`src/source/stream_fifo.sv`:
```
module stream_fifo #(
  parameter type T     = logic [31:0],
  parameter int  DEPTH = 4
) (
  input  logic                       clk,
  input  logic                       rst,
  input  logic                       in_valid_i,
  input  T                           in_data_i,
  output logic                       in_ready_o,
  output logic                       out_valid_o,
  output T                           out_data_o,
  input  logic                       out_ready_i,
  output logic [$clog2(DEPTH+1)-1:0] free_o
);

  localparam int PTR_W = (DEPTH > 1) ? $clog2(DEPTH) : 1;
  localparam int CNT_W = $clog2(DEPTH + 1);

  T                 mem_q [DEPTH];
  logic [PTR_W-1:0] wr_ptr_q;
  logic [PTR_W-1:0] rd_ptr_q;
  logic [CNT_W-1:0] count_q;
  logic             run_q;  // Low until the first edge after reset
  logic             push;
  logic             pop;

  function automatic logic [PTR_W-1:0] ptr_inc(input logic [PTR_W-1:0] p);
    return (p == PTR_W'(DEPTH - 1)) ? '0 : p + 1'b1;
  endfunction

  assign out_valid_o = (count_q != '0);
  assign out_data_o  = mem_q[rd_ptr_q];
  // Full FIFO still takes a push when the head leaves this cycle
  assign in_ready_o  = run_q && ((count_q != CNT_W'(DEPTH)) || out_ready_i);
  assign push        = in_valid_i && in_ready_o;
  assign pop         = out_valid_o && out_ready_i;
  assign free_o      = CNT_W'(DEPTH) - count_q;

  always_ff @(posedge clk) begin
    if (push) mem_q[wr_ptr_q] <= in_data_i;
  end

  always_ff @(posedge clk, posedge rst) begin
    if (rst) begin
      run_q    <= 1'b0;
      wr_ptr_q <= '0;
      rd_ptr_q <= '0;
      count_q  <= '0;
    end else begin
      run_q <= 1'b1;
      if (push) wr_ptr_q <= ptr_inc(wr_ptr_q);
      if (pop) rd_ptr_q <= ptr_inc(rd_ptr_q);
      if (push && !pop) count_q <= count_q + 1'b1;
      else if (pop && !push) count_q <= count_q - 1'b1;
    end
  end

  // A word refused by a full FIFO stays offered until it is taken
  a_push_held : assert property (@(posedge clk) disable iff (rst)
    in_valid_i && !in_ready_o |=> in_valid_i && $stable(in_data_i))
    else $error("stream_fifo input word dropped before it was taken");

endmodule

```
`config.mk`:
```
export PLATFORM = sky130hd
export DESIGN_NAME = stream_fifo
export DESIGN_NICKNAME = d
export VERILOG_FILES = /design/src/source/stream_fifo.sv
export SDC_FILE = /design/constraint.sdc
export NUM_CORES = 1
export LEC_CHECK = 0
export BUFFER_PORTS_ARGS = -buffer_cell sky130_fd_sc_hd__buf_2
export CAP_MARGIN = 20
export CORE_MARGIN = 2
export CORE_UTILIZATION = 45
export CTS_CLUSTER_DIAMETER = 100
export CTS_CLUSTER_SIZE = 10
export DETAILED_ROUTE_END_ITERATION = 6
export GPL_TIMING_DRIVEN = 0
export PLACE_DENSITY = 0.65
export SLEW_MARGIN = 10
export SYNTH_ARGS = -nofsm -noshare
export SYNTH_HDL_FRONTEND = slang
export SYNTH_SLANG_ARGS = --single-unit
```
`constraint.sdc`:
```
create_clock -name clk -period 4.1 [get_ports clk]
set_clock_uncertainty 0.15 [all_clocks]
set_input_delay 0.41 -clock clk [delete_from_list [all_inputs] [get_ports clk]]
set_output_delay 0.41 -clock clk [all_outputs]
set_load 0.03 [all_outputs]
```
==> flow_metrics.env <==
export IMPL_whs_path_depth=1
export IMPL_relSlewSlack=0.6553
export IMPL_hold_viol=0
export IMPL_syn_mean_instance_area_um2=23.90
export IMPL_syn_nets=264
export IMPL_antenna_found_initial=0
export IMPL_grt_overflow=0
export IMPL_synth_top_family_by_area="multiplexers"
export IMPL_drtAntennaViolNets=0
export IMPL_cts_resized=0
export IMPL_wl_per_cell_um=18.38
export IMPL_cts_sinks=136
export IMPL_area_growth_pct=24.16
export IMPL_yosys_area_share_adder=0.02546
export IMPL_grtUsageTotal=0.1556
export IMPL_grt_max_degree=23
export IMPL_worstPathCellList="clkbuf_1, buf_2, mux4_1, buf_2"
export IMPL_cts_made_buffers=17
export IMPL_ir_worst_vdd_mv=0.3994
export IMPL_drv_cap=0
export IMPL_startpoint_type="register"
export IMPL_core_mm2=0.01137
export IMPL_tns_ps=0
export IMPL_rr_worst_depth=9
export IMPL_fin_crit_sh=0.6141
export IMPL_vias=2362
export IMPL_synth_common_cells="edfxtp_1, mux4_2, inv_1, ha_1, dfrtp_1"
export IMPL_critPathSlowestCell="mux4_1"
export IMPL_synth_async_reset_ratio=0.05882
export IMPL_cp_arrival_ps=1960
export IMPL_worstPathMaxFanout=10
export IMPL_yosysTopAreaCellShare=0.7378
export IMPL_synthMostInstantiatedCell="edfxtp_1"
export IMPL_cpMostUsedCell="buf_2"
export IMPL_ys_top_cells_by_area="edfxtp_1, mux4_2, dfrtp_1"
export IMPL_yosys_mux_area_fraction=0.1527
export IMPL_p_sw_w=0.001533
export IMPL_routed_wl_um=8637
export IMPL_synth_compound_area_frac=0
export IMPL_power_frac_comb=0.323
export IMPL_yosys_warnings=0
export IMPL_via_per_inst=5.026
export IMPL_period_needed_ps=2518
export IMPL_critPathBufInv=3
export IMPL_synth_ff_type="edfxtp_1"
export IMPL_finalSetupViolations=0
export IMPL_root_buffer="clkbuf_16"
export IMPL_grt_pass1_vias=2627
export IMPL_reg2reg_slack_ps=1600
export IMPL_cts_htree_levels=4
export IMPL_power_density_mw_per_mm2=755.7
export IMPL_worstHoldPathType="input pin to register"
export IMPL_synth_simple_area_share=0.01177
export IMPL_cts_setup_buffers=0
export IMPL_insertion_delay_ps=420
export IMPL_hold_buffers=1
export IMPL_gp_congestion=0.6580
export IMPL_syn_area_mm2=0.005210
export IMPL_ioPinCount=73
export IMPL_synth_xor_area_frac=0.005043
export IMPL_rows=39
export IMPL_fp_dieW_um=111.6
export IMPL_rr_endpoint="count_q[1]"
export IMPL_ys_types=22
export IMPL_finalPower_w=0.004888
export IMPL_fillers=870
export IMPL_ys_ff_latch=136
export IMPL_start_util=0.4582
export IMPL_yosys_area_top_type="edfxtp_1"
export IMPL_max_freq_mhz=397.2
export IMPL_tightest_slew_ps=517.0
export IMPL_pwr_share_seq=0.360
export IMPL_die_h_um=111.6
export IMPL_p_leak_nw=2.338
export IMPL_final_layout_size_suffix_gt1_frac=0.4648
export IMPL_tritoncts="built"
export IMPL_crit_family="buffers and inverters"
export IMPL_worstSetupPathType="register to primary output"
export IMPL_design_area_mm2=0.006469
export IMPL_cts_path_max_buffers=2
export IMPL_hpwl_um=5454
export IMPL_drtPass1Iterations=4
export IMPL_drcViolationCount=0
export IMPL_synth_edf_count=128
export IMPL_drtIter0Drc=83
export IMPL_holdWs_ps=60.56
export IMPL_sw_frac_of_total=0.3137
export IMPL_outcome="complete, no violations"
export IMPL_clk_pin_slew_ps=60
export IMPL_grt_pass1_wl_um=13970
export IMPL_placed_area_mm2=0.005849
export IMPL_portBuffers=72
export IMPL_dieArea_mm2=0.01245
export IMPL_min_to="mem_q[2][23]"
export IMPL_slew_violations=0
export IMPL_clockPowerShare=0.317
export IMPL_rsz0062_at_grt="no"
export IMPL_yosysSeqAreaShare=0.7762
export IMPL_worstReg2RegStart="count_q[0]"
export IMPL_synthCells=218
export IMPL_fin_nets=360
export IMPL_cp_end_kind="primary output"
export IMPL_hold_start="in_data_i[23]"
export IMPL_diodes=0
export IMPL_p_int_w=0.003355
export IMPL_cp_required_ps=3540
export IMPL_critical_path_max_stage_delay_ps=370
## state kept, by name, summed over array words and instances, names as in the netlist
register / count
rd_ptr_q: 2
mem_q: 128
run_q: 1
count_q: 3
wr_ptr_q: 2
## per-stage QoR
step	utilization	std cells	setup slack, ps
6_report	0.5689	470	1582
5_1_grt	0.5689	470	1398
4_1_cts	0.5689	470	1492
3_5_place_dp	0.5145	437	1556
3_3_place_gp	0.5057	433	888.9
2_1_floorplan	-	218	1581
## layout by cell type (no fill, tap or decap), types with 2 or more instances in the layout
master | Yosys | final
mux4_1 | 4 | 4
mux2_2 | 4 | 4
clkinvlp_4 | 0 | 3
bufinv_16 | 0 | 4
inv_1 | 10 | 10
clkinv_1 | 0 | 2
edfxtp_1 | 128 | 128
nor2_1 | 3 | 3
clkinv_2 | 0 | 5
buf_6 | 2 | 2
buf_12 | 3 | 5
xnor2_1 | 2 | 2
and2_2 | 0 | 4
buf_16 | 0 | 2
ha_1 | 9 | 9
mux4_2 | 28 | 28
dfrtp_1 | 8 | 8
buf_2 | 3 | 75
clkbuf_16 | 0 | 17
## layout make-up
cell class,count,area [µm²],share of cell area
clock buffers,17,425.4,0.06576
inverters,10,37.54,0.005803
flip-flops and latches,136,4044,0.6251
plain buffers,10,108.9,0.01683
multi-input cells,62,1025,0.1584
repair buffers,77,465.4,0.07195
well taps,143,178.9,0.02766
clock inverters,15,183.9,0.02843
## cells by family (layout without fill, tap and decap cells)
group                    after synthesis  in the layout
AND/OR/NAND/NOR                       11             11
adder cells (fa/ha/maj)               10             10
buffers and inverters                 20            129
flip-flops                           136            136
multiplexers                          37             37
other                                  1              1
XOR/XNOR                               3              3
## power by group through the flow
stage,Clock [W],Sequential [W],Combinational [W]
after detailed placement,0,0.00179,0.00162
after CTS,0.00158,0.00176,0.00162
after global routing,0.00165,0.00178,0.00170
after floorplan,0,0.00177,0.00121
final,0.00155,0.00176,0.00158
after global placement,0,0.00179,0.00157
## worst max path at each step
stage,start,cells after the start,slack [ps],endpoint
floorplan,count_q[0],7,1580,mem_q[3][0]
global placement,count_q[0],7,890,mem_q[3][15]
detailed placement,count_q[0],9,1560,count_q[1]
CTS,rd_ptr_q[1],4,1490,out_data_o[2]
global route,count_q[0],12,1400,count_q[2]
finish,rd_ptr_q[1],4,1580,out_data_o[2]
## metal layers
metal | global-route usage | part of all wire
met5 | 0 | 0
met1 | 0.1874 | 0.42
met4 | 0.06667 | 0.014
met2 | 0.2508 | 0.50
met3 | 0.06315 | 0.064
No activity file was read; power rests on OpenSTA's default activity.
