`config.mk`:
```
export PLATFORM = sky130hd
export DESIGN_NAME = host_reader
export DESIGN_NICKNAME = d
export VERILOG_FILES = /design/src/source/outbuf_pkg.sv /design/src/source/host_reader.sv
export VERILOG_INCLUDE_DIRS = /design/src /design/src/include
export SDC_FILE = /design/constraint.sdc
export NUM_CORES = 1
export LEC_CHECK = 0
export BUFFER_PORTS_ARGS = -buffer_cell sky130_fd_sc_hd__buf_2
export CORE_AREA = 4 4 63 65
export CTS_CLUSTER_DIAMETER = 30
export CTS_CLUSTER_SIZE = 30
export DETAILED_ROUTE_END_ITERATION = 16
export DIE_AREA = 0 0 67 69
export GPL_TIMING_DRIVEN = 0
export PLACE_DENSITY_LB_ADDON = 0.15
export SYNTH_ARGS = -nofsm -noshare
export SYNTH_HDL_FRONTEND = slang
export SYNTH_SLANG_ARGS = --single-unit
```
`constraint.sdc`:
```
create_clock -name clk -period 3.7 [get_ports clk]
set_input_delay 0.925 -clock clk [delete_from_list [all_inputs] [get_ports clk]]
set_output_delay 0.925 -clock clk [all_outputs]
set_load 0.005 [all_outputs]
```
`src/include/outbuf_cfg.svh`:
```
`ifndef OUTBUF_CFG_SVH
`define OUTBUF_CFG_SVH

// ========================================
// Buffer geometry
// ========================================
`define OUTBUF_DATA_W    32
`define OUTBUF_ADDR_W    8   // 256 words
`define OUTBUF_LEN_W     9   // Job length or read count, up to 511

// ========================================
// Stream FIFO depths
// ========================================
`define OUTBUF_SMP_DEPTH 4
`define OUTBUF_RSP_DEPTH 4

`endif
```
`src/source/outbuf_pkg.sv`:
```
`include "outbuf_cfg.svh"

package outbuf_pkg;

  // ========================================
  // Basic words
  // ========================================
  typedef logic [`OUTBUF_DATA_W-1:0] data_t;
  typedef logic [`OUTBUF_ADDR_W-1:0] addr_t;
  typedef logic [`OUTBUF_LEN_W-1:0]  len_t;

  // ========================================
  // Stream payloads
  // ========================================
  typedef struct packed {
    addr_t base;
    len_t  len;   // Zero runs as one
    data_t coef;
  } job_t;

  typedef struct packed {
    addr_t base;
    len_t  count;
  } rd_cmd_t;

  typedef struct packed {
    addr_t addr;
    data_t data;
    logic  last;  // Releases the buffer
  } wr_req_t;

  typedef struct packed {
    addr_t addr;
    logic  last;
  } rd_req_t;

  typedef struct packed {
    data_t data;
    logic  last;
  } rd_rsp_t;

  // Who holds the SRAM port
  typedef enum logic [1:0] {
    OWN_IDLE = 2'd0,
    OWN_ENG  = 2'd1,
    OWN_HOST = 2'd2
  } owner_t;

endpackage

```
`src/source/host_reader.sv`:
```
`include "outbuf_cfg.svh"

module host_reader (
  input  logic                                    clk,
  input  logic                                    rst,
  input  logic                                    cmd_valid_i,
  input  outbuf_pkg::rd_cmd_t                     cmd_i,
  output logic                                    cmd_ready_o,
  output logic                                    claim_o,
  output logic                                    rd_valid_o,
  output outbuf_pkg::rd_req_t                     rd_o,
  input  logic                                    gnt_i,
  input  outbuf_pkg::data_t                       rd_data_i,
  input  logic [$clog2(`OUTBUF_RSP_DEPTH+1)-1:0]  rsp_free_i,
  output logic                                    rsp_valid_o,
  output outbuf_pkg::rd_rsp_t                     rsp_o
);

  localparam int FREE_W = $clog2(`OUTBUF_RSP_DEPTH + 1);

  logic              run_q;
  logic              busy_q;
  outbuf_pkg::addr_t addr_q;
  outbuf_pkg::len_t  left_q;      // Reads still to issue
  logic              pipe_vld_q;  // Read issued last cycle, also the in-flight count
  logic              pipe_last_q;
  logic              has_credit;
  logic              cmd_take;
  logic              rd_take;

  // One read at most is in flight since SRAM data lands the next cycle
  assign has_credit  = rsp_free_i > FREE_W'(pipe_vld_q);
  assign cmd_ready_o = run_q && !busy_q;
  assign cmd_take    = cmd_valid_i && cmd_ready_o;
  assign claim_o     = busy_q;
  assign rd_valid_o  = busy_q && has_credit;
  assign rd_o.addr   = addr_q;
  assign rd_o.last   = (left_q == outbuf_pkg::len_t'(1));
  assign rd_take     = rd_valid_o && gnt_i;

  // Data from the SRAM paired with its last flag
  assign rsp_valid_o = pipe_vld_q;
  assign rsp_o.data  = rd_data_i;
  assign rsp_o.last  = pipe_last_q;

  // ========================================
  // Command and read issue
  // ========================================
  always_ff @(posedge clk, posedge rst) begin
    if (rst) begin
      run_q       <= 1'b0;
      busy_q      <= 1'b0;
      addr_q      <= '0;
      left_q      <= '0;
      pipe_vld_q  <= 1'b0;
      pipe_last_q <= 1'b0;
    end else begin
      run_q       <= 1'b1;
      pipe_vld_q  <= rd_take;
      pipe_last_q <= rd_take && rd_o.last;
      if (cmd_take) begin
        busy_q <= 1'b1;
        addr_q <= cmd_i.base;
        left_q <= (cmd_i.count == '0) ? outbuf_pkg::len_t'(1) : cmd_i.count;
      end else if (rd_take) begin
        addr_q <= addr_q + 1'b1;  // Wraps to 0 past the top
        left_q <= left_q - 1'b1;
        if (rd_o.last) busy_q <= 1'b0;
      end
    end
  end

  a_rsp_room : assert property (@(posedge clk) disable iff (rst)
    rsp_valid_o |-> rsp_free_i != '0)
    else $error("host_reader pushed a response into a full FIFO");

endmodule

```
==> results.py, run 1 <==
metrics = {
    "run_status": {
        "status": "finished clean",
    },
    "route": {
        "drt_iter0_drc": 70,
        "wl_per_cell_um": 13.68,
        "vias": 1408,
        "drc": 0,
        "viasPerCell": 5.011,
        "antenna_left": 0,
        "wl_mm": 3.843,
        "first_pass_iters": 4,
    },
    "synth": {
        "synth_top_area_cell": "dfrtp_1",
        "synth_seq_cells": 21,
        "ys.flop_type": "dfrtp_1",
        "syn-num-nets": 222,
        "synth_warnings": 0,
        "synthTopCellsByArea": "dfrtp_1, buf_4, mux2i_1, ha_1, nor4_1",
        "yosys.area.top_type_share_pct": 35.47,
        "syn_inst": 162,
        "syn_area_um2": 1481,
        "ys_seq_area_share_pct": 35.47,
        "ys_async_sr_fraction_pct": 100.0,
        "syn_avg_cell_area_um2": 9.145,
        "synth_edf_count": 0,
        "ys_types": 39,
    },
    "setup_path": {
        "crit_chain": "buf_2 > inv_1 > ha_1 > nor2_1 > nor3_1 > nor2_1 > buf_2",
        "critPathBufInv": 3,
        "crit_arrival_ns": 1.80,
        "cp_slowest_stage_delay_ns": 0.28,
        "crit_fanout": 2,
        "critPathSlowestCell": "ha_1",
        "critical_path_class": "in2out",
        "crit_family": "simple AND/OR/NAND/NOR gates",
        "critPathRequiredTime_ns": 2.77,
        "cp-start-kind": "input port",
        "reg2reg_from": "rsp_valid_o",
        "setup.worst_path.end_class": "primary output",
        "startpoint": "rsp_free_i[0]",
    },
    "final_layout": {
        "postLayoutCoreUtil_pct": 57.29,
        "syn_to_final_growth_pct": 29.05,
        "final_cell_mix": "buf_2, buf_4, dfrtp_1",
        "drive_above_1_share_pct": 48.94,
        "layout_commonest_cell": "buf_2",
        "n_antenna_cell": 0,
        "nets": 296,
    },
    "pwr": {
        "power.density_nw_per_um2": 545.1,
        "p_comb_share_pct": 44.8,
        "power_leakage_nw": 0.9782,
        "irDropWorstVdd_mv": 0.4039,
        "pwr-share-seq_pct": 43.9,
        "power_switching_mw": 0.4348,
        "p_sw_share_pct": 41.73,
        "p_int_mw": 0.6073,
        "power.clock.fraction_pct": 11.3,
    },
    "timing": {
        "fin_crit_sh_pct": 73.73,
        "slew_headroom_pct": 45.86,
        "final_max_slew_viol_count": 0,
        "setup_viol": 0,
        "hold_slack_ns": 0.5419,
        "skew_ns": 0.001219,
        "clock.fmax_ghz": 0.3666,
        "tightest_slew_ns": 0.8112,
        "fin_tns_setup_ns": 0,
        "hold_viol_final": 0,
        "rsz0062_at_grt": "no",
        "min_period_ns": 2.728,
    },
    "grt": {
        "grt_max_degree": 22,
        "grt_remaining_overflow": 0,
        "antenna_found_initial": 0,
        "grt_pass1_wl_mm": 6.382,
        "grt_util_all_layers_pct": 17.09,
        "grt_pass1_vias": 1388,
    },
    "placed_design": {
        "dp_hpwl_mm": 3.078,
        "portBuffers": 69,
        "gp_congestion": 0.8767,
    },
    "floorplan": {
        "start_util_pct": 44.39,
        "fp.dieH_um": 69,
        "rows": 21,
        "die_area_um2": 4623,
        "ios": 102,
        "die_w_um": 67,
        "fp.coreArea_um2": 3337,
    },
    "clock_network": {
        "hold_buffers": 0,
        "clk_pin_slew_ns": 0.13,
        "h-tree-depth": 1,
        "clock-root-buffer": "clkbuf_4",
        "cts_tree": "done",
        "clockBufferDepth": 2,
        "cts.repair.resized": 0,
        "cts_post_setup_buffers_inserted": 0,
        "numCtsBuffers": 3,
        "clock_latency_ns": 0.31,
        "clock-sinks": 21,
    },
    "run": {
        "timing.max_cap.violations": 0,
    },
    "min_path": {
        "hold_class": "reg2reg",
        "hold_start": "left_q[8]",
    },
}
-- final cells by class --
type	instances	area (µm²)
well taps	46	57.56
clock inverters	1	5.005
flip-flops and latches	21	525.5
plain buffers	38	269.0
repair buffers	69	345.3
multi-input cells	93	649.4
inverters	10	37.54
clock buffers	3	22.52
fillers	326	1425
-- final timing paths --
| check | cells past startpoint | slack, ns | endpoint |
|---|---|---|---|
| min in group asynchronous | 2 | 0.74 | addr_q[1] |
| max in group asynchronous | 2 | 2.46 | left_q[1] |
| min | 1 | 0.54 | left_q[8] |
| max | 7 | 0.97 | rd_valid_o |
| max reg2reg | 7 | 1.59 | left_q[5] |
| min reg2reg | 1 | 0.54 | left_q[8] |
-- registers in the layout, indices dropped and copies added, names as in the netlist --
name         count
addr_q           8
run_q            1
claim_o          1
left_q           9
rsp_valid_o      1
pipe_last_q      1
-- cell usage after synthesis, types with 2 or more instances --
cell type,number
inv_1,9
a22oi_1,2
ha_1,4
o31ai_1,2
dfrtp_1,21
buf_4,33
nand3_1,4
clkbuf_1,3
a211oi_1,3
nor2_1,11
mux2i_1,6
nor3_1,7
nor4_1,7
and2_1,2
buf_2,2
nand2_1,7
o21ai_0,5
or4_1,3
a221o_1,3
o211ai_2,2
or3_1,2
a32oi_1,2
o31a_1,2
nand2b_1,3
a31oi_1,3
-- power by group through the flow --
| stage | clock network [mW] | registers, mW | logic (mW) |
|---|---|---|---|
| after floorplan | 0 | 0.440 | 0.314 |
| final | 0.117 | 0.458 | 0.467 |
| after global placement | 0 | 0.460 | 0.463 |
| after detailed placement | 0 | 0.460 | 0.473 |
| after CTS | 0.120 | 0.456 | 0.473 |
| after global routing | 0.129 | 0.480 | 0.528 |
-- metal layers --
layer	wire, µm	global-route usage [%]	share of wire, %	up-vias
met5	0	0	0	-
met2	1814	28.82	47	77
met4	36	2.928	0.94	0
li1	-	-	-	699
met1	1626	22.01	42	626
met3	366	4.221	9.5	6
-- cells by family (layout without fill, tap and decap cells) --
group / Yosys count / count (layout) / synth area share (%)
flip-flops: 21 / 21 / 35.47
AO/OA/AOI/OAI: 30 / 30 / 17.15
buffers and inverters: 48 / 121 / 20.69
multiplexers: 7 / 7 / 4.814
other: 1 / 1 / 0.2531
adder cells (fa/ha/maj): 4 / 4 / 3.379
AND/OR/NAND/NOR: 51 / 51 / 18.24
-- stage by stage --
stage / power (mW) / setup slack, ns / instances / area [µm²]
floorplan: 0.7534 / 1.175 / 162 / 1481
global placement: 0.9233 / 0.9529 / 277 / 1884
detailed placement: 0.9321 / 0.9475 / 277 / 1884
CTS: 1.049 / 0.9585 / 281 / 1912
global route: 1.137 / 0.8701 / 281 / 1912
finish: 1.042 / 0.9721 / 281 / 1912
-- worst reg2reg max path: cells and delay by family, from the launching register on --
| family | cells | cell delay (ns) |
|---|---|---|
| DFF | 1 | 0.40 |
| buffers and inverters | 2 | 0.48 |
| AOI/OAI and AO/OA | 3 | 0.79 |
| adders and majority gates | 1 | 0.27 |
| and+or+nand+nor | 1 | 0.07 |
No activity file was read; power rests on OpenSTA's default activity.
==> inputs of run 2 (changes only) <==
CORE_AREA = 4 4 66 68   (was 4 4 63 65)
DIE_AREA = 0 0 70 72   (was 0 0 67 69)
clock period = 2.8 ns   (was 3.7 ns; I/O delays follow)
==> run 2 against run 1 <==
Count of clock-buffer cells in the layout is the same. Total power grew 37%. Sequential cell count stayed put. Utilization is 7.1 points lower. First-iteration DRC count shrank 8.6%. Clock power rose by 79%. Clock skew is 0.0077 ns higher.
==> results.py, run 2 (same netlist as run 1, synthesis figures left out) <==
metrics = {
    "run_status": {
        "status": "finished clean",
    },
    "setup_path": {
        "reg2reg_from": "rsp_valid_o",
        "critical_path_class": "in2out",
        "regToRegEndpoint": "left_q[5]",
        "critPathRequiredTime_ns": 2.10,
        "reg2regPathDepth": 7,
        "cp-start-kind": "input port",
        "crit_fanout": 2,
        "crit_arrival_ns": 1.58,
        "reg2reg_slack_ns": 0.69,
        "setup.worst_path.end_class": "primary output",
    },
    "pwr": {
        "irDropWorstVdd_mv": 0.3258,
        "pwr-share-seq_pct": 42.4,
        "p_comb_share_pct": 43.0,
        "power_switching_mw": 0.5816,
        "power.clock.fraction_pct": 14.6,
        "p_int_mw": 0.8498,
        "power_leakage_nw": 0.9860,
        "p_sw_share_pct": 40.63,
        "power.density_nw_per_um2": 739.5,
    },
    "final_layout": {
        "largest_reg_flops": 9,
        "largest-register": "left_q",
        "fill_cells": 387,
        "stdcell_count": 285,
        "seq_area_um2": 525.5,
        "layout_commonest_cell": "buf_2",
        "stdcell_area_um2": 1936,
        "syn_to_final_growth_pct": 30.66,
        "nets": 296,
        "reg_top3": "left_q x9, addr_q x8",
        "multi_input_area_um2": 649.4,
        "final_cell_mix": "buf_2, buf_4, dfrtp_1",
        "n_antenna_cell": 0,
        "drive_above_1_share_pct": 48.94,
    },
    "floorplan": {
        "ios": 102,
        "die_area_um2": 5040,
        "die_w_um": 70,
        "fp.dieH_um": 72,
        "rows": 23,
        "fp.coreArea_um2": 3856,
        "start_util_pct": 38.42,
    },
    "run": {
        "timing.max_cap.violations": 0,
    },
    "grt": {
        "grt_remaining_overflow": 0,
        "grt_pass1_vias": 1257,
        "antenna_found_initial": 0,
        "grt_max_degree": 22,
        "grt_util_all_layers_pct": 14.24,
        "grt_pass1_wl_mm": 5.844,
    },
    "clock_network": {
        "cts_tree": "done",
        "clock-sinks": 21,
        "clock-root-buffer": "clkbuf_8",
        "clk_pin_slew_ns": 0.08,
        "h-tree-depth": 1,
        "clockBufferDepth": 2,
        "clock_latency_ns": 0.27,
        "hold_buffers": 0,
        "cts_post_setup_buffers_inserted": 0,
        "cts.repair.resized": 0,
        "numCtsBuffers": 3,
    },
    "placed_design": {
        "gp_congestion": 0.8282,
        "portBuffers": 69,
        "dp_hpwl_mm": 2.988,
        "dp_slack_ns": 0.2879,
        "place_inst": 281,
        "place_area_um2": 1889,
    },
    "timing": {
        "slew_headroom_pct": 46.53,
        "fin_tns_setup_ns": 0,
        "final_max_slew_viol_count": 0,
        "clock.fmax_ghz": 0.4392,
        "final.setup.worst_slack_ns": 0.5231,
        "hold_viol_final": 0,
        "skew_ns": 0.008928,
        "fin_crit_sh_pct": 81.32,
        "min_period_ns": 2.277,
        "rsz0062_at_grt": "no",
        "setup_viol": 0,
        "tightest_slew_ns": 0.8011,
    },
    "route": {
        "wl_mm": 3.813,
        "drt_iter0_drc": 64,
        "vias": 1425,
        "viasPerCell": 5.000,
        "antenna_left": 0,
        "wl_per_cell_um": 13.38,
        "first_pass_iters": 4,
        "drc": 0,
    },
    "min_path": {
        "hold_class": "reg2reg",
        "min_to": "left_q[8]",
        "hold_start": "left_q[8]",
        "holdPathStages": 1,
    },
}
run 2: cell counts in the layout (fill, tap and decap cells not counted):
No cell type changed its count.
run 2: how the worst max path moves through the flow:
stage,from,endpoint
after floorplan,rsp_free_i[0],left_q[3]
after global placement,rsp_free_i[0],left_q[5]
final,rsp_free_i[0],rd_valid_o
after detailed placement,rsp_free_i[0],addr_q[2]
after global routing,rsp_free_i[0],addr_q[2]
after CTS,rsp_free_i[0],rd_valid_o
run 2: power groups by stage:
stage	Sequential, mW	Clock [mW]	Combinational (mW)
6_report	0.607	0.209	0.615
2_1_floorplan	0.581	0	0.415
4_1_cts	0.604	0.213	0.621
5_1_grt	0.637	0.227	0.689
3_3_place_gp	0.611	0	0.617
3_5_place_dp	0.606	0	0.622
run 2: layer usage:
metal  track usage, %  share of wire, %  vias to the layer above
met3            3.740               8.6                        3
li1                 -                 -                      703
met1            18.27                42                      652
met2            24.87                49                       67
met4            1.915              0.50                        0
met5                0                 0                        -
run 2: metrics by stage:
step           power, mW  hold slack, ns  util, %
6_report           1.431          0.5318    50.19
5_1_grt            1.552          0.5516    50.19
4_1_cts            1.438          0.5364    50.19
3_5_place_dp       1.228          0.5259    48.99
3_3_place_gp       1.228          0.5276    48.99
2_1_floorplan     0.9956          0.5005        -
run 2: worst max-delay path: stages:
cell,delay [ns]
buf_2,0.07
inv_1,0.03
ha_1,0.27
nor2_1,0.23
nor3_1,0.07
nor2_1,0.08
buf_2,0.11
run 2: final cells by class:
class / instances / share of cell area, %
repair buffers: 69 / 17.84
inverters: 10 / 1.939
clock buffers: 3 / 2.133
flip-flops and latches: 21 / 27.15
well taps: 50 / 3.232
clock inverters: 1 / 0.2586
multi-input cells: 93 / 33.55
plain buffers: 38 / 13.90
