`src/include/outbuf_cfg.svh`:
```
`ifndef OUTBUF_CFG_SVH
`define OUTBUF_CFG_SVH

// ========================================
// Buffer geometry
// ========================================
`define OUTBUF_DATA_W    32
`define OUTBUF_ADDR_W    8   // 256 words
`define OUTBUF_LEN_W     9   // Job length or read count, up to 511

// ========================================
// Stream FIFO depths
// ========================================
`define OUTBUF_SMP_DEPTH 4
`define OUTBUF_RSP_DEPTH 4

`endif
```
`src/source/outbuf_pkg.sv`:
```
`include "outbuf_cfg.svh"

package outbuf_pkg;

  // ========================================
  // Basic words
  // ========================================
  typedef logic [`OUTBUF_DATA_W-1:0] data_t;
  typedef logic [`OUTBUF_ADDR_W-1:0] addr_t;
  typedef logic [`OUTBUF_LEN_W-1:0]  len_t;

  // ========================================
  // Stream payloads
  // ========================================
  typedef struct packed {
    addr_t base;
    len_t  len;   // Zero runs as one
    data_t coef;
  } job_t;

  typedef struct packed {
    addr_t base;
    len_t  count;
  } rd_cmd_t;

  typedef struct packed {
    addr_t addr;
    data_t data;
    logic  last;  // Releases the buffer
  } wr_req_t;

  typedef struct packed {
    addr_t addr;
    logic  last;
  } rd_req_t;

  typedef struct packed {
    data_t data;
    logic  last;
  } rd_rsp_t;

  // Who holds the SRAM port
  typedef enum logic [1:0] {
    OWN_IDLE = 2'd0,
    OWN_ENG  = 2'd1,
    OWN_HOST = 2'd2
  } owner_t;

endpackage

```
`src/source/mac_engine.sv`:
```
module mac_engine (
  input  logic                clk,
  input  logic                rst,
  input  logic                job_valid_i,
  input  outbuf_pkg::job_t    job_i,
  output logic                job_ready_o,
  input  logic                smp_valid_i,
  input  outbuf_pkg::data_t   smp_i,
  output logic                smp_ready_o,
  output logic                claim_o,
  output logic                wr_valid_o,
  output outbuf_pkg::wr_req_t wr_o,
  input  logic                gnt_i,
  output logic                done_o
);

  logic                run_q;
  logic                busy_q;
  logic                pend_q;   // Write waiting in wr_q
  logic                done_q;
  outbuf_pkg::len_t    idx_q;
  outbuf_pkg::job_t    job_q;
  outbuf_pkg::data_t   acc_q;
  outbuf_pkg::data_t   acc_next;
  outbuf_pkg::wr_req_t wr_q;
  logic                job_take;
  logic                smp_take;
  logic                wr_take;

  assign job_ready_o = run_q && !busy_q;
  assign smp_ready_o = busy_q && gnt_i && !pend_q;
  assign job_take    = job_valid_i && job_ready_o;
  assign smp_take    = smp_valid_i && smp_ready_o;
  assign wr_take     = pend_q && gnt_i;
  assign acc_next    = acc_q + job_q.coef * smp_i;  // Low 32 bits kept

  assign claim_o    = busy_q;
  assign wr_valid_o = pend_q;
  assign wr_o       = wr_q;
  assign done_o     = done_q;

  // ========================================
  // Job control
  // ========================================
  always_ff @(posedge clk, posedge rst) begin
    if (rst) begin
      run_q  <= 1'b0;
      busy_q <= 1'b0;
      pend_q <= 1'b0;
      done_q <= 1'b0;
      idx_q  <= '0;
    end else begin
      run_q  <= 1'b1;
      done_q <= wr_take && wr_q.last;
      if (job_take) busy_q <= 1'b1;
      else if (wr_take && wr_q.last) busy_q <= 1'b0;
      if (smp_take) pend_q <= 1'b1;
      else if (wr_take) pend_q <= 1'b0;
      if (job_take) idx_q <= '0;
      else if (smp_take) idx_q <= idx_q + 1'b1;
    end
  end

  // Accumulator and write word
  always_ff @(posedge clk) begin
    if (job_take) begin
      job_q <= job_i;
      if (job_i.len == '0) job_q.len <= outbuf_pkg::len_t'(1);
      acc_q <= '0;
    end else if (smp_take) begin
      acc_q     <= acc_next;
      wr_q.addr <= job_q.base + outbuf_pkg::addr_t'(idx_q);  // Wraps past the top
      wr_q.data <= acc_next;
      wr_q.last <= (idx_q == job_q.len - 1'b1);
    end
  end

  a_wr_claimed : assert property (@(posedge clk) disable iff (rst)
    wr_valid_o |-> claim_o)
    else $error("mac_engine write presented without a claim");

endmodule

```
`config.mk`:
```
export PLATFORM = sky130hd
export DESIGN_NAME = mac_engine
export DESIGN_NICKNAME = d
export VERILOG_FILES = /design/src/source/outbuf_pkg.sv /design/src/source/mac_engine.sv
export VERILOG_INCLUDE_DIRS = /design/src /design/src/include
export SDC_FILE = /design/constraint.sdc
export NUM_CORES = 1
export LEC_CHECK = 0
export ABC_AREA = 1
export BUFFER_PORTS_ARGS = -buffer_cell sky130_fd_sc_hd__buf_4
export CAP_MARGIN = 30
export CORE_ASPECT_RATIO = 0.9
export CORE_MARGIN = 2
export CORE_UTILIZATION = 40
export CTS_BUF_LIST = sky130_fd_sc_hd__clkbuf_16
export DETAILED_ROUTE_END_ITERATION = 10
export GPL_TIMING_DRIVEN = 0
export HOLD_SLACK_MARGIN = 0.12
export PLACE_DENSITY = 0.62
export SLEW_MARGIN = 0
export SYNTH_ARGS = -nofsm -noshare
export SYNTH_HDL_FRONTEND = slang
export SYNTH_SLANG_ARGS = --single-unit
```
`constraint.sdc`:
```
create_clock -name clk -period 11.55 [get_ports clk]
set_clock_uncertainty 0.05 [all_clocks]
set_input_delay 0.5775 -clock clk [delete_from_list [all_inputs] [get_ports clk]]
set_output_delay 0.5775 -clock clk [all_outputs]
set_load 0.005 [all_outputs]
```
==> metrics.md, run 1 <==
| Metric | Value |
|---|---|
| Dpl cells | 3,645 |
| Port buffer count | 119 |
| Clock transition at the registers of the reported paths | 0.09 ns |
| Hold depth | 1 |
| Max Clock Freq | 120 MHz |
| Layout cells sized above 1 | 7.39% |
| Vias per cell | 4.70 |
| Fin crit period | 8.32 ns |
| Syn-to-layout area delta | 10.8% |
| Drt first-iter violations | 1,388 |
| #FFs+latches synth | 135 |
| Final Hold Viols | 0 |
| RR Startpoint | job_q[12]$_DFFE_PP_ |
| Routed WL | 64,100 um |
| Worst reg-to-reg path cell count | 27 |
| Post-cts gate resize count | 0 |
| Dpl cell area | 24,600 um2 |
| GRT Total Usage | 23.3% |
| Slew HR | 36.3% |
| Final net count | 3,567 |
| Top cells by area, synth | fa_1 39%, inv_1 15%, nand2_1 12% |
| # IOs | 132 |
| Root Buffer | clkbuf_16 |
| Detailed Routing Iterations Pass 1 | 5 |
| Hold Crit Class | primary input to register |
| Crit Path Category | register to register |
| Worst Hold Endpoint | job_q[0]$_DFFE_PP_ |
| Synth warnings | 0 |
| Worst path required time | 11.70 ns |
| CTS Sinks | 135 |
| Core area | 55,900 um2 |
| DRC viols | 0 |
| Via count | 17,300 |
| WL/cell | 17.4 um |
| Status | finished, final reports clean |
| HP Start | job_i[0] |
| Worst Setup End Kind | register |
| CTS tree | yes |
| DRT antenna net count | 0 |
| Die width | 255 um |
| Die area | 58,700 um2 |
| Worst-Margin Slew | 0.956 ns |
| Max Cap Viol | 0 |
| Syn Nets | 3,426 |
| Final Setup Violations | 0 |
| Pins Over Slew Limit | 0 |
| Vias in the first global route | 17,800 |
| Synth cell types | 49 |
| Num rows | 82 |
| Ys flop type | edfxtp_1 |
| Die H | 230 um |
| Fin cells | 3,678 |
| Dpl ws | 3.37 ns |
| R2r setup slk | 3.23 ns |
| Post-DP HPWL | 54,300 um |
| Post-CTS Setup Repair Bufs | 0 |
| Antenna cell count | 0 |
| GR Overflow Total | 0 |
| Post-route cell area | 25,200 um2 |
| Share of the synthesized area in the top cell type | 38.7% |
| Initial antenna violation count | 0 |
| Synth area leader | fa_1 |
| Sequential share of the synthesized area | 16.2% |
| Initial Util | 40.6% |
| Worst Path Arrival | 8.47 ns |
| Final worst setup slack | 3.23 ns |
| Worst-Skew Late Latency | 0.50 ns |
| CTS Buffer Depth | 2 |
| CP Launch Type | register |
| Max FO, Critical Path | 10 |
| Syn Inst Count | 2,768 |
| Worst flop-to-flop path endpoint | wr_o[25]$_DFFE_PP_ |
| RSZ-0062 raised after global routing | false |
| First-pass GRT wire length | 102,000 um |
| H-tree lvl count | 4 |
| Share of flip-flops with an asynchronous set or reset | 9.63% |
| Critical path startpoint | job_q[12]$_DFFE_PP_ |
| Mapped cell area | 22,700 um2 |
| Largest net degree at the start of global routing | 35 |
| Crit share post-route | 72.1% |
| Avg Cell Area, Syn | 8.20 um2 |
| Total negative slack | 0 ns |
| CTS buffer count | 17 |
| Post-synth EDFFs | 90 |
| Gp weighted congestion | 0.938 |
==> logic make-up after synthesis <==
kind of cell | after synthesis | share of synthesized area [%]
buf+inv | 1025 | 17.2
simple gates | 870 | 15.4
fa+ha+maj | 572 | 46.1
flops | 135 | 16.2
compound gates | 106 | 2.83
xor+xnor | 59 | 2.31
other cells | 1 | 0.0165
==> per-layer routing <==
layer,track usage [%],share of wire [%],up-vias,routed length [um]
met2,36.2,45,587,29000
met5,0,0,-,0
met1,33.0,44,8552,28400
met4,7.73,3.2,0,2060
li1,-,-,8053,-
met3,4.18,7.3,92,4680
==> repair_timing <==
item,in CTS,in global routing
hold endpoints to repair,13,0
hold buffers,1,0
setup endpoints to repair,0,0
==> final cells by class <==
type,instances,area [um2]
inverters,905,3400
flip-flops and latches,135,3670
fillers,5589,30800
repair buffers,122,943
clock buffers,17,425
well taps,756,946
multi-input cells,1608,15100
plain buffers,120,509
clock inverters,15,145
==> worst max-delay path, stage by stage, from the launching register on <==
cell and delay, ns:
edfxtp_1 0.39, clkbuf_1 0.62, buf_1 0.74, nand2_1 0.25, fa_1 0.53, fa_1 0.55
inv_1 0.05, fa_1 0.49, inv_1 0.06, fa_1 0.52, inv_1 0.04, ha_1 0.27
ha_1 0.30, fa_1 0.49, inv_1 0.05, fa_1 0.47, inv_1 0.05, ha_1 0.35
nand2_1 0.11, nor4_1 0.79, nand2_1 0.11, nand2_1 0.14, a21boi_2 0.08, o21ai_2 0.15
nand2_1 0.09, nand2_1 0.06, nand2_1 0.05, and2_1 0.18
==> cell usage after synthesis, types with 19 or more instances <==
cell type and count:
clkbuf_1 77, xnor2_1 22, a21oi_1 37, ha_1 133
dfxtp_1 32, edfxtp_1 90, nand3_1 59, inv_1 898
nand2_1 738, o21ai_0 31, buf_2 19, nor2_1 26
fa_1 439, xor2_1 36
==> placed cells by master, fill, tap and decap left out, types with 11 or more instances in the layout <==
| cell | n |
|---|---|
| nor3_1 | 11 |
| edfxtp_1 | 90 |
| ha_1 | 133 |
| xnor2_1 | 22 |
| buf_2 | 19 |
| fa_1 | 439 |
| xor2_1 | 36 |
| clkbuf_1 | 77 |
| inv_1 | 899 |
| nand2_2 | 12 |
| nand3_1 | 59 |
| o21ai_0 | 31 |
| buf_4 | 128 |
| clkbuf_16 | 17 |
| dfrtp_1 | 13 |
| nand2_1 | 738 |
| nor2_1 | 26 |
| buf_1 | 14 |
| dfxtp_1 | 32 |
| a21oi_1 | 37 |
==> sequential cells by signal (all words and copies together) (netlist names) <==
name        cells
job_q          49
wr_o           41
acc_q          32
idx_q           9
claim_o         1
done_o          1
run_q           1
wr_valid_o      1
==> per-stage QoR <==
| step | hold WS (ns) | utilization, % |
|---|---|---|
| 2_1_floorplan | 0.376 | - |
| 3_3_place_gp | 0.397 | 43.9 |
| 3_5_place_dp | 0.401 | 43.9 |
| 4_1_cts | 0.169 | 45.0 |
| 5_1_grt | 0.179 | 45.0 |
| 6_report | 0.199 | 45.0 |
==> worst max path at each step <==
stage,slack [ns],to,cells past startpoint
final,3.23,wr_o[25]$_DFFE_PP_,27
after global routing,2.97,wr_o[25]$_DFFE_PP_,27
after CTS,3.34,wr_o[25]$_DFFE_PP_,27
after detailed placement,3.37,acc_q[30]$_SDFFE_PP0P_,27
after global placement,3.38,acc_q[30]$_SDFFE_PP0P_,27
after floorplan,4.59,wr_o[30]$_DFFE_PP_,26
Power of run 1 is not shown: default switching activity piles up to over one toggle a cycle in this logic, so the estimate is an artifact.
==> run 2: changes to the inputs <==
--- a/config.mk
+++ b/config.mk
@@ -16,7 +16,7 @@
 export DETAILED_ROUTE_END_ITERATION = 10
 export GPL_TIMING_DRIVEN = 0
 export HOLD_SLACK_MARGIN = 0.12
-export PLACE_DENSITY = 0.62
+export PLACE_DENSITY = 0.64
 export SLEW_MARGIN = 0
 export SYNTH_ARGS = -nofsm -noshare
 export SYNTH_HDL_FRONTEND = slang
==> constraint.sdc (replaced) <==
create_clock -name clk -period 7.3 [get_ports clk]
set_clock_uncertainty 0.05 [all_clocks]
set_input_delay 0.365 -clock clk [delete_from_list [all_inputs] [get_ports clk]]
set_output_delay 0.365 -clock clk [all_outputs]
set_load 0.005 [all_outputs]
==> run 2 against run 1 <==
Critical path depth is the same. Sequential share of layout area fell by 0.40 points. Maximum frequency increased by 17%. First-iteration DRC count is 8.9% lower. Die area unchanged. Largest cell class unchanged. Highest routed layer unchanged.
==> metrics.md, run 2 (same netlist as run 1, synthesis figures left out) <==
| Metric | Value |
|---|---|
| GRT Total Usage | 23.3% (-0.054 points) |
| Post-DP HPWL | 54,100 um (-0.40%) |
| Hold Crit Class | primary input to register |
| Via count | 17,300 (+0.24%) |
| WL/cell | 17.1 um (-2.1%) |
| H-tree lvl count | 4 (unchanged) |
| Dpl cell area | 24,600 um2 (unchanged) |
| Die H | 230 um (unchanged) |
| Num rows | 82 (unchanged) |
| Max FO, Critical Path | 10 (unchanged) |
| Final Hold Viols | 0 (unchanged) |
| Worst Path Arrival | 7.24 ns (-1.23 ns) |
| CTS Sinks | 135 (unchanged) |
| Largest register FFs | 49 (unchanged) |
| Final Core Density | 46.2% (+1.3 points) |
| Fin cells | 3,727 (+1.3%) |
| Clock transition at the registers of the reported paths | 0.08 ns (about the same) |
| GR Overflow Total | 0 (unchanged) |
| Status | finished, final reports clean |
| CTS tree | yes |
| Worst Setup End Kind | register |
| Largest net degree at the start of global routing | 32 (-8.6%) |
| Detailed Routing Iterations Pass 1 | 5 (unchanged) |
| Worst-Skew Late Latency | 0.49 ns (about the same) |
| RR Startpoint | job_q[0]$_DFFE_PP_ |
| Root Buffer | clkbuf_16 |
| Drt first-iter violations | 1,265 (-8.9%) |
| Slew HR | 42.5% (+6.2 points) |
| Vias in the first global route | 17,600 (-0.91%) |
| Commonest non-fill, non-tap cell in the layout | inv_1 |
| Initial antenna violation count | 0 (unchanged) |
| Fin crit period | 7.09 ns (-1.24 ns) |
| RSZ-0062 raised after global routing | true |
| Final net count | 3,616 (+1.4%) |
| DRC viols | 0 (unchanged) |
| Gp weighted congestion | 0.931 (-0.78%) |
| Worst-Margin Slew | 0.863 ns (-0.0934 ns) |
| Most frequent cells in the layout | 898 x inv_1, 738 x nand2_1, 439 x fa_1 |
| Max Cap Viol | 0 (unchanged) |
| HP Start | job_valid_i |
| Worst path required time | 7.45 ns (-4.25 ns) |
| Critical path startpoint | job_q[0]$_DFFE_PP_ |
| Post-route cell area | 25,900 um2 (+2.8%) |
| Largest reg by FF count | job_q |
| Vias per cell | 4.65 (-1.1%) |
| Syn-to-layout area delta | 13.9% |
| Port buffer count | 119 (unchanged) |
| CTS buffer count | 17 (unchanged) |
| Layout cells sized above 1 | 8.82% (+1.4 points) |
| Initial Util | 40.6% (unchanged) |
| Routed WL | 63,600 um (-0.84%) |
| Pins Over Slew Limit | 0 (unchanged) |
| Antenna cell count | 0 (unchanged) |
| # IOs | 132 (unchanged) |
| Die width | 255 um (unchanged) |
| CP Launch Type | register |
| Dpl cells | 3,645 (unchanged) |
| DRT antenna net count | 0 (unchanged) |
| Final Setup Violations | 0 (unchanged) |
| Die area | 58,700 um2 (unchanged) |
| Crit share post-route | 97.1% (+25 points) |
| Max Clock Freq | 141 MHz (+17%) |
| CTS Buffer Depth | 2 (unchanged) |
| Core area | 55,900 um2 (unchanged) |
| First-pass GRT wire length | 101,000 um (-0.55%) |
| Crit Path Category | register to register |
==> run 2: timing repair <==
item / in CTS / in global routing
endpoints found under the hold margin: 64 / 0
hold buffers: 52 / 0
endpoints found under the setup margin: 30 / 29
gates resized for setup: 24 / 58
buffers inserted: 6 / 6
==> run 2: cell type report <==
cell class                 count  area (um2)
inverter                     905        3400
clock buffer                  17         425
timing repair buffer         185        1570
tap                          756         946
sequential                   135        3670
fill                        5448       30100
multi-input combinational   1608       15200
buffer                       106         537
clock inverter                15         139
==> run 2: worst paths after layout <==
| kind | endpoint | cells past startpoint | slack [ns] |
|---|---|---|---|
| max | wr_o[25]$_DFFE_PP_ | 27 | 0.21 |
| min | claim_o$_DFFE_PP0P_ | 3 | 0.21 |
| max reg2reg | wr_o[25]$_DFFE_PP_ | 27 | 0.21 |
| min reg2reg | acc_q[24]$_SDFFE_PP0P_ | 2 | 0.41 |
| max in group asynchronous | idx_q[3]$_DFFE_PP0P_ | 3 | 6.40 |
| min in group asynchronous | idx_q[7]$_DFFE_PP0P_ | 3 | 0.44 |
==> run 2: through the flow <==
stage	hold slack [ns]	setup TNS [ns]	worst slack (ns)
floorplan	0.192	0	0.557
global placement	0.391	-14.95	-0.787
detailed placement	0.394	-15.72	-0.834
finish	0.209	0	0.214
global route	0.232	-0.0265	-0.0265
CTS	0.174	0	0.00223
==> run 2: metal layers <==
metal | track usage, % | routed length (um) | part of all wire [%] | up-vias
met5 | 0 | 0 | 0 | -
met4 | 9.87 | 2420 | 3.8 | 0
met2 | 35.6 | 28800 | 45 | 607
met3 | 3.95 | 4540 | 7.1 | 101
li1 | - | - | - | 8153
met1 | 32.6 | 27800 | 44 | 8465
==> run 2: critical path: stages (launching register included) <==
cell	delay [ns]
edfxtp_1	0.32
buf_2	0.19
clkbuf_1	0.56
nand2_1	0.16
fa_1	0.57
inv_1	0.06
fa_1	0.38
fa_1	0.50
inv_1	0.06
fa_1	0.47
inv_1	0.04
ha_1	0.26
ha_1	0.30
fa_1	0.48
inv_1	0.05
fa_1	0.50
inv_1	0.05
ha_1	0.36
nand2_1	0.15
nor4_4	0.40
nand2_1	0.10
nand2_1	0.12
a21boi_2	0.08
o21ai_2	0.16
nand2_1	0.09
nand2_1	0.06
nand2_1	0.06
and2_1	0.20
Power of run 2 is left out for the same reason.
==> run 3: changes to the inputs <==
--- a/config.mk
+++ b/config.mk
@@ -6,7 +6,7 @@
 export SDC_FILE = /design/constraint.sdc
 export NUM_CORES = 1
 export LEC_CHECK = 0
-export ABC_AREA = 1
+export ABC_AREA = 0
 export BUFFER_PORTS_ARGS = -buffer_cell sky130_fd_sc_hd__buf_4
 export CAP_MARGIN = 30
 export CORE_ASPECT_RATIO = 0.9
==> run 3 against run 2 <==
Non-clock buffer count increased by 45. Die area is 3.6% lower. Sequential share of layout area up 0.052 points. Critical endpoint is now wr_o[30]$_DFFE_PP_.
==> metrics.md, run 3 <==
| Metric | Value |
|---|---|
| Largest register FFs | 49 (unchanged) |
| Worst-Margin Slew | 0.886 ns (+0.0233 ns) |
| CTS tree | yes |
| First-pass GRT wire length | 105,000 um (+3.8%) |
| Via count | 16,500 (-4.7%) |
| Crit share post-route | 99.3% (+2.2 points) |
| Most frequent cells in the layout | 522 x inv_1, 437 x fa_1, 287 x nand2_1 |
| Routed WL | 69,100 um (+8.7%) |
| GRT Total Usage | 25.4% (+2.1 points) |
| Status | finished, final reports clean |
| Worst path required time | 7.48 ns (+0.03 ns) |
| Top cells by area, synth | fa_1 40%, edfxtp_1 12%, inv_1 9.2% |
| Fillers | 5,005 (-8.1%) |
| Port buffer count | 127 (+6.7%) |
| Initial antenna violation count | 3 (+3) |
| Max FO, Critical Path | 10 (unchanged) |
| CTS Buffer Depth | 2 (unchanged) |
| Detailed Routing Iterations Pass 1 | 6 (+1) |
| Initial Util | 40.3% (-0.27 points) |
| Fin crit period | 7.25 ns (+0.162 ns) |
| Sequential share of the synthesized area | 16.8% (+0.62 points) |
| Commonest non-fill, non-tap cell in the layout | inv_1 |
| Share of the synthesized area in the top cell type | 40.2% (+1.5 points) |
| Layout cells sized above 1 | 13.1% (+4.3 points) |
| Crit Path Category | primary input to register |
| Vias per cell | 5.10 (+9.8%) |
| RSZ-0062 raised after global routing | true |
| Die H | 226 um (-1.8%) |
| Share of flip-flops with an asynchronous set or reset | 9.63% (unchanged) |
| Syn-to-layout area delta | 17.9% |
| DRC viols | 0 (unchanged) |
| CTS Sinks | 135 (unchanged) |
| Gp weighted congestion | 0.970 (+4.2%) |
| Worst path buffer plus inverter count | 9 (+2) |
| # IOs | 132 (unchanged) |
| CP Launch Type | primary input |
| Synth warnings | 0 (unchanged) |
| Worst Path Arrival | 7.43 ns (+0.19 ns) |
| Die area | 56,500 um2 (-3.6%) |
| Num rows | 81 (-1.2%) |
| Crit path largest cell delay | 0.57 ns (about the same) |
| Vias in the first global route | 17,400 (-1.2%) |
| Final Setup Violations | 0 (unchanged) |
| H-tree lvl count | 4 (unchanged) |
| Post-synth EDFFs | 90 (unchanged) |
| Most numerous cell in the Yosys netlist | inv_1 |
| Mapped cell area | 21,900 um2 (-3.7%) |
| Multi-input gate area | 16,000 um2 (+5.5%) |
| Register area | 3670 um2 (unchanged) |
| #FFs+latches synth | 135 (unchanged) |
| Max Cap Viol | 0 (unchanged) |
| WL/cell | 21.3 um (+25%) |
| Syn Inst Count | 2,268 (-18%) |
| Syn Nets | 2,926 (-15%) |
| GR Overflow Total | 0 (unchanged) |
| Ys flop type | edfxtp_1 |
| Final Hold Viols | 0 (unchanged) |
| Die width | 250 um (-1.8%) |
| Highest-delay cell along the critical path | fa_1 |
| Drt first-iter violations | 1,269 (+0.32%) |
| DRT antenna net count | 0 (unchanged) |
| Commonest cells post-synth | 536 x inv_1, 439 x fa_1, 292 x and2_1 |
| Worst Setup End Kind | register |
| Max Clock Freq | 138 MHz (-2.2%) |
| Synth area leader | fa_1 |
| Worst-Skew Late Latency | 0.49 ns (about the same) |
| Synth cell types | 65 (+33%) |
| Core area | 54,200 um2 (-3.0%) |
| CP top delay family | adder cells |
| Final net count | 3,172 (-12%) |
| Root Buffer | clkbuf_16 |
| CP most frequent cell | fa_1 |
| CTS buffer count | 17 (unchanged) |
| Pins Over Slew Limit | 0 (unchanged) |
| Dpl cells | 3,102 (-15%) |
| Post-DP HPWL | 55,400 um (+2.5%) |
| Largest reg by FF count | job_q |
| Largest net degree at the start of global routing | 49 (+53%) |
| Avg Cell Area, Syn | 9.64 um2 (+18%) |
| Hold Crit Class | register to register |
| Slew HR | 40.9% (-1.6 points) |
| Fin cells | 3,236 (-13%) |
| Clock transition at the registers of the reported paths | 0.07 ns (about the same) |
## run 3: cell type report
type                       count  share of cell area (%)
buffer                        99                    2.08
tap                          705                    3.42
timing repair buffer         237                    7.79
clock inverter                14                   0.670
multi-input combinational   1486                    62.2
inverter                     538                    7.84
clock buffer                  18                    1.75
sequential                   135                    14.2
antenna                        4                  0.0389
## run 3: repair_timing
item,4_1_cts,5_1_grt
buffers inserted,31,26
hold endpoints to repair,64,0
endpoints found under the setup margin,36,27
pin swaps,4,41
hold buffers,51,0
cloned,0,0
resized for setup,80,81
## run 3: per-stage QoR
| stage | setup slack, ns | hold slack, ns | TNS (ns) | util, % | instance area (um2) |
|---|---|---|---|---|---|
| after floorplan | 0.238 | 0.192 | 0 | - | 21900 |
| after global placement | -1.10 | 0.399 | -22.58 | 43.7 | 23700 |
| after detailed placement | -1.21 | 0.403 | -23.80 | 43.8 | 23700 |
| after CTS | -0.000180 | 0.414 | -0.000180 | 46.7 | 25300 |
| after global routing | -0.0995 | 0.447 | -0.364 | 47.5 | 25800 |
| final | 0.0526 | 0.413 | 0 | 47.5 | 25800 |
## run 3: worst paths after layout
kind / start / endpoint / slack, ns / depth (start not counted)
setup / recovery: smp_i[4] / wr_o[30]$_DFFE_PP_ / 0.05 / 26
hold / removal: acc_q[0]$_SDFFE_PP0P_ / acc_q[0]$_SDFFE_PP0P_ / 0.41 / 2
setup reg to reg: job_q[15]$_DFFE_PP_ / wr_o[30]$_DFFE_PP_ / 0.07 / 24
hold reg to reg: acc_q[0]$_SDFFE_PP0P_ / acc_q[0]$_SDFFE_PP0P_ / 0.41 / 2
max in group asynchronous: rst / idx_q[2]$_DFFE_PP0P_ / 6.37 / 3
min in group asynchronous: rst / idx_q[7]$_DFFE_PP0P_ / 0.45 / 3
## run 3: cell families (layout without fill, tap and decap cells)
family | count (synthesis) | in the layout | synth area share, %
and+or+nand+nor | 675 | 675 | 15.7
buffers and inverters | 647 | 906 | 11.2
adders and majority gates | 572 | 572 | 47.8
DFF | 135 | 135 | 16.8
AOI/OAI and AO/OA | 129 | 129 | 4.07
xor gates and xnor gates | 108 | 108 | 4.42
other | 1 | 5 | 0.0172
muxes | 1 | 1 | 0.0458
## run 3: worst min-delay path, cell delays in order, from the launching register on
cell     delay (ns)
dfxtp_1        0.32
nand3_1        0.06
nand2_1        0.05
## run 3: per-layer routing
metal / vias up / GRT usage [%] / share of wire, %
met1: 8435 / 33.4 / 41
met3: 134 / 5.53 / 8.3
li1: 7186 / - / -
met4: 0 / 10.6 / 4.1
met5: - / 0 / 0
met2: 762 / 40.7 / 47
Power of run 3 is left out for the same reason.
